**src/source/merge_pkg.sv**
```systemverilog
`default_nettype none

package merge_pkg;

  // Stream and buffer geometry
  localparam int data_w      = 8;
  localparam int fifo_addr_w = 5;
  localparam int fifo_depth  = 32;

  // One byte on the stream
  typedef logic [data_w-1:0] beat_t;

  // FIFO pointer, top bit is the wrap bit
  typedef logic [fifo_addr_w:0] ptr_t;

  // Source tag, 0 is port a and 1 is port b
  typedef logic port_t;

  typedef enum logic [1:0] {
    idle,
    pass_a,
    pass_b
  } arb_state_t;

endpackage

`default_nettype wire
```
**src/source/frame_stream_if.sv**
```systemverilog
`default_nettype none

interface frame_stream_if import merge_pkg::*; ();

  beat_t data;
  logic  valid;
  logic  ready;
  logic  last;
  // Bad-frame flag, meaningful on the last beat only
  logic  user;

  modport source (
    output data,
    output valid,
    input  ready,
    output last,
    output user
  );

  modport sink (
    input  data,
    input  valid,
    output ready,
    input  last,
    input  user
  );

endinterface

`default_nettype wire

```
**src/source/frame_arbiter.sv**
```systemverilog
`default_nettype none

module frame_arbiter import merge_pkg::*; (
  input  logic         clk,
  input  logic         rst,
  frame_stream_if.sink a,
  frame_stream_if.sink b,
  output beat_t        out_data,
  output logic         out_valid,
  input  logic         out_ready,
  output logic         out_last,
  output port_t        out_src
);

  arb_state_t state_q;
  arb_state_t state_d;
  port_t      last_src_q;

  always_comb begin
    state_d = state_q;
    case (state_q)
      idle: begin
        if (a.valid && b.valid) begin
          // Contention goes to the port not served last
          state_d = (last_src_q == 1'b0) ? pass_b : pass_a;
        end else if (a.valid) begin
          state_d = pass_a;
        end else if (b.valid) begin
          state_d = pass_b;
        end
      end
      pass_a: begin
        if (a.valid && out_ready && a.last) begin
          state_d = idle;
        end
      end
      pass_b: begin
        if (b.valid && out_ready && b.last) begin
          state_d = idle;
        end
      end
      default: state_d = idle;
    endcase
  end

  always_ff @(posedge clk) begin
    if (rst) begin
      state_q    <= idle;
      last_src_q <= 1'b1;
    end else begin
      state_q <= state_d;
      if (state_d == pass_a) begin
        last_src_q <= 1'b0;
      end else if (state_d == pass_b) begin
        last_src_q <= 1'b1;
      end
    end
  end

  always_comb begin
    out_data  = '0;
    out_valid = 1'b0;
    out_last  = 1'b0;
    out_src   = last_src_q;
    a.ready   = 1'b0;
    b.ready   = 1'b0;
    case (state_q)
      pass_a: begin
        out_data  = a.data;
        out_valid = a.valid;
        out_last  = a.last;
        out_src   = 1'b0;
        a.ready   = out_ready;
      end
      pass_b: begin
        out_data  = b.data;
        out_valid = b.valid;
        out_last  = b.last;
        out_src   = 1'b1;
        b.ready   = out_ready;
      end
      default: begin
        out_src = last_src_q;
      end
    endcase
  end

endmodule

`default_nettype wire

```
**src/source/frame_fifo.sv**
```systemverilog
`default_nettype none

module frame_fifo import merge_pkg::*; (
  input  logic           clk,
  input  logic           rst,
  frame_stream_if.sink   s,
  frame_stream_if.source m,
  output logic           good,
  output logic           bad,
  output logic           overflow
);

  beat_t mem_data [fifo_depth];
  logic  mem_last [fifo_depth];
  logic  mem_user [fifo_depth];

  // Committed, in-progress and read-visible write pointers
  ptr_t wr_ptr_q;
  ptr_t wr_ptr_d;
  ptr_t wr_ptr_cur_q;
  ptr_t wr_ptr_cur_d;
  ptr_t wr_ptr_vis_q;
  ptr_t rd_ptr_q;

  logic drop_q;
  logic drop_d;
  logic good_d;
  logic bad_d;
  logic overflow_d;
  logic ready_q;
  logic accept;
  logic full_cur;
  logic empty;

  // Registered write port
  logic  wr_en;
  logic  wr_en_q;
  ptr_t  wr_addr_q;
  beat_t wr_data_q;
  logic  wr_last_q;
  logic  wr_user_q;

  // Read pipeline, memory stage then output stage
  logic  rd_en;
  logic  store_out;
  logic  mem_valid_q;
  beat_t mem_data_q;
  logic  mem_last_q;
  logic  mem_user_q;
  logic  out_valid_q;
  beat_t out_data_q;
  logic  out_last_q;
  logic  out_user_q;

  assign s.ready = ready_q;
  assign accept  = s.valid && ready_q;

  // Frame in progress has caught up with the reader
  assign full_cur = (wr_ptr_cur_q[fifo_addr_w] != rd_ptr_q[fifo_addr_w]) &&
                    (wr_ptr_cur_q[fifo_addr_w-1:0] == rd_ptr_q[fifo_addr_w-1:0]);
  assign empty    = (wr_ptr_vis_q == rd_ptr_q);

  always_comb begin
    wr_ptr_d     = wr_ptr_q;
    wr_ptr_cur_d = wr_ptr_cur_q;
    drop_d       = drop_q;
    good_d       = 1'b0;
    bad_d        = 1'b0;
    overflow_d   = 1'b0;
    wr_en        = 1'b0;
    if (accept) begin
      if (full_cur || drop_q) begin
        // Out of space, swallow beats until the end of the frame
        drop_d = 1'b1;
        if (s.last) begin
          wr_ptr_cur_d = wr_ptr_q;
          drop_d       = 1'b0;
          if (s.user) begin
            bad_d = 1'b1;
          end else begin
            overflow_d = 1'b1;
          end
        end
      end else begin
        wr_en        = 1'b1;
        wr_ptr_cur_d = wr_ptr_cur_q + ptr_t'(1);
        if (s.last) begin
          if (s.user) begin
            wr_ptr_cur_d = wr_ptr_q;
            bad_d        = 1'b1;
          end else begin
            wr_ptr_d = wr_ptr_cur_q + ptr_t'(1);
            good_d   = 1'b1;
          end
        end
      end
    end
  end

  always_ff @(posedge clk) begin
    if (rst) begin
      wr_ptr_q     <= '0;
      wr_ptr_cur_q <= '0;
      wr_ptr_vis_q <= '0;
      drop_q       <= 1'b0;
      good         <= 1'b0;
      bad          <= 1'b0;
      overflow     <= 1'b0;
      ready_q      <= 1'b0;
      wr_en_q      <= 1'b0;
    end else begin
      wr_ptr_q     <= wr_ptr_d;
      wr_ptr_cur_q <= wr_ptr_cur_d;
      // Reader sees a commit only once its last beat is in memory
      wr_ptr_vis_q <= wr_ptr_q;
      drop_q       <= drop_d;
      good         <= good_d;
      bad          <= bad_d;
      overflow     <= overflow_d;
      ready_q      <= 1'b1;
      wr_en_q      <= wr_en;
    end
  end

  always_ff @(posedge clk) begin
    wr_addr_q <= wr_ptr_cur_q;
    wr_data_q <= s.data;
    wr_last_q <= s.last;
    wr_user_q <= s.user;
    if (wr_en_q) begin
      mem_data[wr_addr_q[fifo_addr_w-1:0]] <= wr_data_q;
      mem_last[wr_addr_q[fifo_addr_w-1:0]] <= wr_last_q;
      mem_user[wr_addr_q[fifo_addr_w-1:0]] <= wr_user_q;
    end
  end

  assign store_out = m.ready || !out_valid_q;
  assign rd_en     = (store_out || !mem_valid_q) && !empty;

  always_ff @(posedge clk) begin
    if (rst) begin
      rd_ptr_q    <= '0;
      mem_valid_q <= 1'b0;
      out_valid_q <= 1'b0;
    end else begin
      if (rd_en) begin
        rd_ptr_q <= rd_ptr_q + ptr_t'(1);
      end
      if (store_out || !mem_valid_q) begin
        mem_valid_q <= !empty;
      end
      if (store_out) begin
        out_valid_q <= mem_valid_q;
      end
    end
  end

  always_ff @(posedge clk) begin
    if (rd_en) begin
      mem_data_q <= mem_data[rd_ptr_q[fifo_addr_w-1:0]];
      mem_last_q <= mem_last[rd_ptr_q[fifo_addr_w-1:0]];
      mem_user_q <= mem_user[rd_ptr_q[fifo_addr_w-1:0]];
    end
    if (store_out) begin
      out_data_q <= mem_data_q;
      out_last_q <= mem_last_q;
      out_user_q <= mem_user_q;
    end
  end

  assign m.valid = out_valid_q;
  assign m.data  = out_data_q;
  assign m.last  = out_last_q;
  assign m.user  = out_user_q;

endmodule

`default_nettype wire

```
**src/source/frame_merge_top.sv**
```systemverilog
`default_nettype none

module frame_merge_top import merge_pkg::*; (
  input  logic  clk,
  input  logic  rst,
  input  beat_t a_data,
  input  logic  a_valid,
  output logic  a_ready,
  input  logic  a_last,
  input  logic  a_user,
  input  beat_t b_data,
  input  logic  b_valid,
  output logic  b_ready,
  input  logic  b_last,
  input  logic  b_user,
  output beat_t out_data,
  output logic  out_valid,
  input  logic  out_ready,
  output logic  out_last,
  output port_t out_src,
  output logic  a_good,
  output logic  a_bad,
  output logic  a_overflow,
  output logic  b_good,
  output logic  b_bad,
  output logic  b_overflow
);

  frame_stream_if in_a ();
  frame_stream_if in_b ();
  frame_stream_if fq_a ();
  frame_stream_if fq_b ();

  assign in_a.data  = a_data;
  assign in_a.valid = a_valid;
  assign in_a.last  = a_last;
  assign in_a.user  = a_user;
  assign a_ready    = in_a.ready;

  assign in_b.data  = b_data;
  assign in_b.valid = b_valid;
  assign in_b.last  = b_last;
  assign in_b.user  = b_user;
  assign b_ready    = in_b.ready;

  frame_fifo u_fifo_a (
    .clk      (clk),
    .rst      (rst),
    .s        (in_a.sink),
    .m        (fq_a.source),
    .good     (a_good),
    .bad      (a_bad),
    .overflow (a_overflow)
  );

  frame_fifo u_fifo_b (
    .clk      (clk),
    .rst      (rst),
    .s        (in_b.sink),
    .m        (fq_b.source),
    .good     (b_good),
    .bad      (b_bad),
    .overflow (b_overflow)
  );

  frame_arbiter u_arbiter (
    .clk       (clk),
    .rst       (rst),
    .a         (fq_a.sink),
    .b         (fq_b.sink),
    .out_data  (out_data),
    .out_valid (out_valid),
    .out_ready (out_ready),
    .out_last  (out_last),
    .out_src   (out_src)
  );

endmodule

`default_nettype wire

```
**config.mk**
```make
export PLATFORM = sky130hd
export DESIGN_NAME = frame_merge_top
export DESIGN_NICKNAME = d
export VERILOG_FILES = /design/src/source/merge_pkg.sv /design/src/source/frame_stream_if.sv /design/src/source/frame_arbiter.sv /design/src/source/frame_fifo.sv /design/src/source/frame_merge_top.sv
export SDC_FILE = /design/constraint.sdc
export NUM_CORES = 1
export LEC_CHECK = 0
export ABC_AREA = 1
export BUFFER_PORTS_ARGS = -buffer_cell sky130_fd_sc_hd__buf_2
export CAP_MARGIN = 5
export CORE_UTILIZATION = 60
export CTS_CLUSTER_DIAMETER = 120
export DETAILED_ROUTE_END_ITERATION = 7
export GPL_TIMING_DRIVEN = 1
export PLACE_DENSITY = 0.84
export SYNTH_ARGS = -nofsm -noshare
export SYNTH_HDL_FRONTEND = slang
export SYNTH_SLANG_ARGS = --single-unit
```
**constraint.sdc**
```tcl
create_clock -name clk -period 2.2 [get_ports clk]
set_input_delay 0.33 -clock clk [delete_from_list [all_inputs] [get_ports clk]]
set_output_delay 0.33 -clock clk [all_outputs]
set_load 0.01 [all_outputs]
```
==> flow_summary.ini, run 1 <==
[status]
status = finished with violations
failed_checks = negative setup slack

[routing]
met3_length_um = 9160
antenna_left = 0
post_drt_wl_per_cell_um = 21.9
drt-initial-drc-count = 2906
maxUsedRoutingLayer = met5
drcViolationCount = 0
wl_met2_um = 34900
totalWireLength_um = 72800
num_vias = 20843
via_per_inst = 6.26
m1WireLength_um = 26000
first_pass_iters = 6

[power_and_ir_drop]
ir_drop_mv = 0.999
power_density_nw_per_um2 = 1100
p_leak_uw = 0.0118

[floorplan]
dieArea_um2 = 48500
rows = 79
io_pins = 44
die_x_um = 220
initial_core_util = 0.611
coreArea_um2 = 46800
die_h_um = 220

[critical_path]
cpMaxStageDelayCell = dfxtp_4
cp_data_arrival_time_ns = 1.88
required_ns = 1.87
crit_type = register to output port
critPathLaunchType = register
r2r_slack_ns = 0.05
regToRegEndpoint = u_fifo_b.mem_last_q$_DFFE_PP_
r2r_start = u_fifo_b.rd_ptr_q[1]$_SDFFE_PP0P_
reg2regPathDepth = 8
crit_chain = inv_4, ha_4, nand2_1, o21ai_1, buf_2
worstSetupEndpointType = output port
path_max_fanout = 4
crit_path_max_incr_delay_ns = 0.39

[placement]
numPortBuffers = 43
hpwlAfterDp_um = 42000
place_congestion = 0.956
pre_cts_ws_ns = 0.179
placed_area_um2 = 30100

[synthesis]
yosysWarnings = 0
ys_types = 32
yosysSeqAreaShare = 0.709
synthCells = 2538
syn_nets = 2572
syn_avg_cell_area_um2 = 11.3
ys_ff_latch = 706
synthesis.area_um2 = 28600

[final_layout]
layout.nets = 2700
area.growth.synth_to_final_pct = 14.1
layout-drive-gt1-share = 0.119
fillers = 2795
fin_area_um2 = 32600

[grt]
grt_max_degree = 109
grt_remaining_overflow = 0
antenna_found_initial = 3
gr-usage-all-layers = 0.302
grt_pass1_vias = 20093
grt_pass1_wl_um = 110000

[clocking]
cts.sinks = 706
numCtsBuffers = 67
max-clock-path-buffers = 3
clock_latency_ns = 0.63
cts_tree = built
postCtsSetupBuffers = 0
clock_tree.root_cell = clkbuf_16
h-tree-depth = 3
path_clk_slew_ns = 0.07

[timing]
drv_slew = 0
fin_crit_ns = 2.21
tightest_slew_ns = 0.690
setup_tns_ns = -0.00542
skew_ns = 0.0402
fin_ws_ns = -0.00542
clock.fmax_mhz = 453
slew-limit-headroom = 0.539
period_share = 1.00
hold_viol = 0
setup_viol = 1

[worst_hold_path]
min_path_cells = 2
holdCritPathClass = input port to register
hp-start = a_user
hold_end = u_fifo_a.overflow$_SDFF_PP0_

[job]
drv_cap = 0
flip-flops by register name, summed over array words and instances, names as in the netlist, 2 cells and up:
| register | flops |
|---|---|
| u_fifo_b.wr_ptr_vis_q | 6 |
| u_fifo_b.wr_ptr_cur_q | 6 |
| u_fifo_a.wr_ptr_q | 6 |
| u_fifo_a.mem_last | 32 |
| u_fifo_b.mem_last | 32 |
| u_fifo_a.wr_ptr_vis_q | 6 |
| u_fifo_b.rd_ptr_q | 6 |
| u_fifo_b.wr_ptr_q | 6 |
| u_fifo_a.m.data | 8 |
| u_fifo_a.mem_data | 256 |
| u_fifo_b.m.data | 8 |
| u_fifo_a.rd_ptr_q | 6 |
| u_fifo_a.wr_data_q | 8 |
| u_arbiter.state_q | 2 |
| u_fifo_a.wr_addr_q | 5 |
| u_fifo_b.wr_addr_q | 5 |
| u_fifo_b.wr_data_q | 8 |
| u_fifo_a.wr_ptr_cur_q | 6 |
| u_fifo_b.mem_data_q | 8 |
| u_fifo_a.mem_data_q | 8 |
| u_fifo_b.mem_data | 256 |
critical path: cells and delay by family (launching register included):
family / cells / cell delay, ns
AOI/OAI and AO/OA: 1 / 0.18
DFF: 1 / 0.39
adders and majority gates: 1 / 0.32
and+or+nand+nor: 1 / 0.10
buffers and inverters: 2 / 0.25
cells in the final DEF (no fill, tap or decap), types with 18 or more instances in the layout:
cell type	netlist	layout
dlygate4sd3_1	0	18
buf_4	8	116
o21ai_0	287	285
nand2_1	390	390
dfxtp_1	94	88
o22ai_1	32	32
edfxtp_1	612	612
nand3_1	159	159
buf_2	48	43
o211ai_1	72	72
nor2_1	463	463
clkbuf_16	0	68
inv_1	130	128
a21oi_1	83	74
timing repair:
item | in CTS | in global routing
gates cloned | 0 | 0
resized for setup | 35 | 4
endpoints found under the hold margin | 18 | 0
pin swaps | 1 | 1
setup endpoints to repair | 11 | 11
hold buffers | 18 | 0
final cells by class:
type | count | area [um^2] | share of cell area
inverters | 146 | 569 | 0.0175
well taps | 607 | 759 | 0.0233
multi-input cells | 1553 | 7270 | 0.223
flip-flops and latches | 706 | 20300 | 0.622
repair buffers | 192 | 1560 | 0.0478
diodes | 1 | 2.50 | 0.0000768
clock buffers | 87 | 1810 | 0.0556
clock inverters | 36 | 333 | 0.0102
cell usage after synthesis:
| cell | number | area [um^2] |
|---|---|---|
| a21oi_1 | 83 | 415 |
| nand2_1 | 390 | 1460 |
| nor2_2 | 3 | 18.8 |
| nand3b_1 | 3 | 22.5 |
| o21ai_0 | 287 | 1440 |
| nand3_2 | 5 | 50.1 |
| buf_4 | 8 | 60.1 |
| nor4_1 | 1 | 6.26 |
| inv_2 | 10 | 37.5 |
| or2_2 | 6 | 37.5 |
| dfxtp_1 | 94 | 1880 |
| clkbuf_1 | 63 | 236 |
| buf_6 | 5 | 56.3 |
| nand3_1 | 159 | 796 |
| xnor2_1 | 2 | 17.5 |
| clkinv_1 | 6 | 22.5 |
| edfxtp_1 | 612 | 18400 |
| o311ai_0 | 1 | 8.76 |
| nand2_2 | 5 | 31.3 |
| xor2_1 | 14 | 123 |
| o211ai_1 | 72 | 541 |
| nor3_2 | 1 | 10.0 |
| nor2_1 | 463 | 1740 |
| o22ai_1 | 32 | 200 |
| nor3_1 | 6 | 30.0 |
| buf_2 | 48 | 240 |
| o21ai_1 | 2 | 10.0 |
| inv_1 | 130 | 488 |
| a22o_1 | 1 | 8.76 |
| nand4_1 | 8 | 50.1 |
| ha_1 | 9 | 113 |
| buf_1 | 9 | 33.8 |
layer usage:
layer | track usage | up-vias
li1 | - | 9091
met1 | 0.398 | 9879
met2 | 0.487 | 1625
met3 | 0.0657 | 244
met4 | 0.127 | 4
met5 | 0 | -
where the power goes:
group / leakage (uW) / internal (uW) / switching, uW / total (uW)
combinational: 0.00447 / 2630 / 6060 / 8690
clock: 0.00105 / 6460 / 5020 / 11500
sequential: 0.00632 / 15300 / 505 / 15800
cells by family after synthesis:
| logic type | after synthesis | synth area share |
|---|---|---|
| AND/OR/NAND/NOR | 1050 | 0.149 |
| AO/OA/AOI/OAI | 478 | 0.0917 |
| adder cells (fa/ha/maj) | 9 | 0.00394 |
| buffers and inverters | 279 | 0.0411 |
| flip-flops | 706 | 0.709 |
| XOR/XNOR | 16 | 0.00491 |
metrics by stage:
step                std cells  hold WS, ns  power (uW)  utilization
finish                   3328       0.0527       36000        0.697
global route             3327       0.0702       37200        0.697
floorplan                2538        0.326       21400            -
global placement         3186        0.400       23600        0.643
CTS                      3327       0.0246       35500        0.697
detailed placement       3186        0.406       24000        0.643
worst max-delay path by stage:
stage	start	to	slack [ns]	cells past startpoint
detailed placement	u_fifo_a.rd_ptr_q[0]$_SDFFE_PP0P_	u_fifo_a.wr_ptr_cur_q[5]$_SDFFE_PP0P_	0.18	11
finish	u_arbiter.state_q[1]$_SDFF_PP0_	out_src	-0.005	5
global placement	u_fifo_a.rd_ptr_q[0]$_SDFFE_PP0P_	u_fifo_a.wr_ptr_cur_q[5]$_SDFFE_PP0P_	0.18	11
CTS	u_arbiter.state_q[1]$_SDFF_PP0_	out_data[2]	0.02	5
floorplan	u_arbiter.state_q[1]$_SDFF_PP0_	u_arbiter.last_src_q$_SDFFE_PP1P_	0.56	10
global route	u_arbiter.state_q[1]$_SDFF_PP0_	out_data[4]	-0.02	5
Power figures use the tool's default switching activity.
==> run 2, diff against run 1 <==
--- a/config.mk
+++ b/config.mk
@@ -8,11 +8,11 @@
 export ABC_AREA = 1
 export BUFFER_PORTS_ARGS = -buffer_cell sky130_fd_sc_hd__buf_2
 export CAP_MARGIN = 5
-export CORE_UTILIZATION = 60
+export CORE_UTILIZATION = 30
 export CTS_CLUSTER_DIAMETER = 120
 export DETAILED_ROUTE_END_ITERATION = 7
 export GPL_TIMING_DRIVEN = 1
-export PLACE_DENSITY = 0.84
+export PLACE_DENSITY = 0.52
 export SYNTH_ARGS = -nofsm -noshare
 export SYNTH_HDL_FRONTEND = slang
 export SYNTH_SLANG_ARGS = --single-unit
==> run 2 against run 1 <==
The flow now finishes without violations. Routed wire length is 1.3% higher. First-iteration DRC count is 43% lower. Largest power group unchanged. Clock-buffer cell count is 24 higher. Largest cell class unchanged. Clock power is 9.6% higher. Maximum frequency is 2.8% higher. Total power is 3.1% higher. Final cell count is 20% higher. Worst hold slack better by 0.026 ns.
==> flow_summary.ini, run 2 (same netlist as run 1, synthesis figures left out) <==
[status]
status = finished clean

[clocking]
clock_latency_ns = 0.63
path_clk_slew_ns = 0.06
h-tree-depth = 3
postCtsSetupBuffers = 0
cts.sinks = 706
max-clock-path-buffers = 3
cts_tree = built
numCtsBuffers = 74
clock_tree.root_cell = clkbuf_16

[final_layout]
fin_area_um2 = 33800
fin_cells = 4003
final_cell_mix = 612 x edfxtp_1, 463 x nor2_1, 389 x nand2_1, 285 x o21ai_0, 158 x nand3_1
layout-drive-gt1-share = 0.126
layout.nets = 2722
final_common_cell = edfxtp_1
num_antenna_cells = 0
fillers = 9139
area.growth.synth_to_final_pct = 18.3
fin_util = 0.361

[routing]
totalWireLength_um = 73800
via_per_inst = 4.79
post_drt_wl_per_cell_um = 18.4
drcViolationCount = 0
num_vias = 19188
antenna_left = 0
first_pass_iters = 5
drt-initial-drc-count = 1642

[timing]
whs_ns = 0.0788
clock.fmax_mhz = 466
period_share = 0.975
drv_slew = 0
tightest_slew_ns = 0.664
setup_viol = 0
slew-limit-headroom = 0.557
fin_crit_ns = 2.15
rsz0062_at_grt = true
skew_ns = 0.0246
hold_viol = 0

[job]
drv_cap = 0

[floorplan]
initial_core_util = 0.305
io_pins = 44
die_x_um = 311
coreArea_um2 = 93700
die_h_um = 311
rows = 112
dieArea_um2 = 96400

[worst_hold_path]
holdCritPathClass = input port to register

[power_and_ir_drop]
power_density_nw_per_um2 = 1100
ir_drop_mv = 0.528
power_uw = 37100
p_leak_uw = 0.0121

[placement]
place_congestion = 0.868
numPortBuffers = 43
hpwlAfterDp_um = 46500
dp.cells = 3846
placed_area_um2 = 31000

[grt]
gr-usage-all-layers = 0.150
grt_remaining_overflow = 0
grt_pass1_wl_um = 112000
antenna_found_initial = 1
grt_max_degree = 78
grt_pass1_vias = 18647

[critical_path]
path_max_fanout = 6
required_ns = 1.87
cp_data_arrival_time_ns = 1.82
crit_type = register to output port
critPathLaunchType = register
worstSetupEndpointType = output port
-- run 2: through the flow --
stage | worst slack, ns | setup TNS (ns)
after global routing | -0.0197 | -0.0573
after floorplan | 0.560 | 0
after detailed placement | 0.186 | 0
after CTS | 0.00527 | 0
after global placement | 0.135 | 0
final | 0.0548 | 0
-- run 2: what timing repair did --
action / in CTS / in global routing
hold endpoints to repair: 19 / 0
setup endpoints to repair: 11 / 12
gates cloned: 0 / 1
resized for setup: 27 / 20
hold buffers: 19 / 0
pin swaps: 3 / 3
-- run 2: path summary, 6_finish.rpt --
kind | from | end | slack, ns | cells after the start
setup / recovery | u_arbiter.state_q[0]$_SDFF_PP0_ | out_data[2] | 0.05 | 6
hold / removal | a_user | u_fifo_a.good$_SDFF_PP0_ | 0.08 | 2
setup reg to reg | u_fifo_a.rd_ptr_q[0]$_SDFFE_PP0P_ | u_fifo_a.mem_data_q[1]$_DFFE_PP_ | 0.26 | 8
hold reg to reg | u_fifo_a.mem_data_q[4]$_DFFE_PP_ | u_fifo_a.m.data[4]$_DFFE_PP_ | 0.42 | 0
-- run 2: layer usage --
metal	up-vias	global-route usage	routed length, um
met5	-	0	0
met4	0	0.0439	1370
met3	101	0.0286	4640
met2	579	0.227	32500
met1	9372	0.217	35200
li1	9136	-	-
-- run 2: final cells by class --
cell class	instances	area [um^2]	area share
sequential	706	20300	0.600
multi-input combinational	1553	7210	0.213
clock buffer	111	2200	0.0651
timing repair buffer	207	1710	0.0507
tap	1254	1570	0.0464
inverter	146	563	0.0167
clock inverter	26	258	0.00763
-- run 2: worst max-delay path: stages, from the launching register on --
cell and delay, ns:
dfxtp_4 0.36, inv_2 0.11, ha_4 0.16, buf_6 0.12, nand2_1 0.09, a21oi_4 0.22
buf_6 0.13
-- run 2: power breakdown --
part           switching (uW)  total, uW  internal [uW]
logic                    6120       8830           2710
registers                 356      15700          15300
clock network            5110      12600           7510
total                   11600      37100          25600
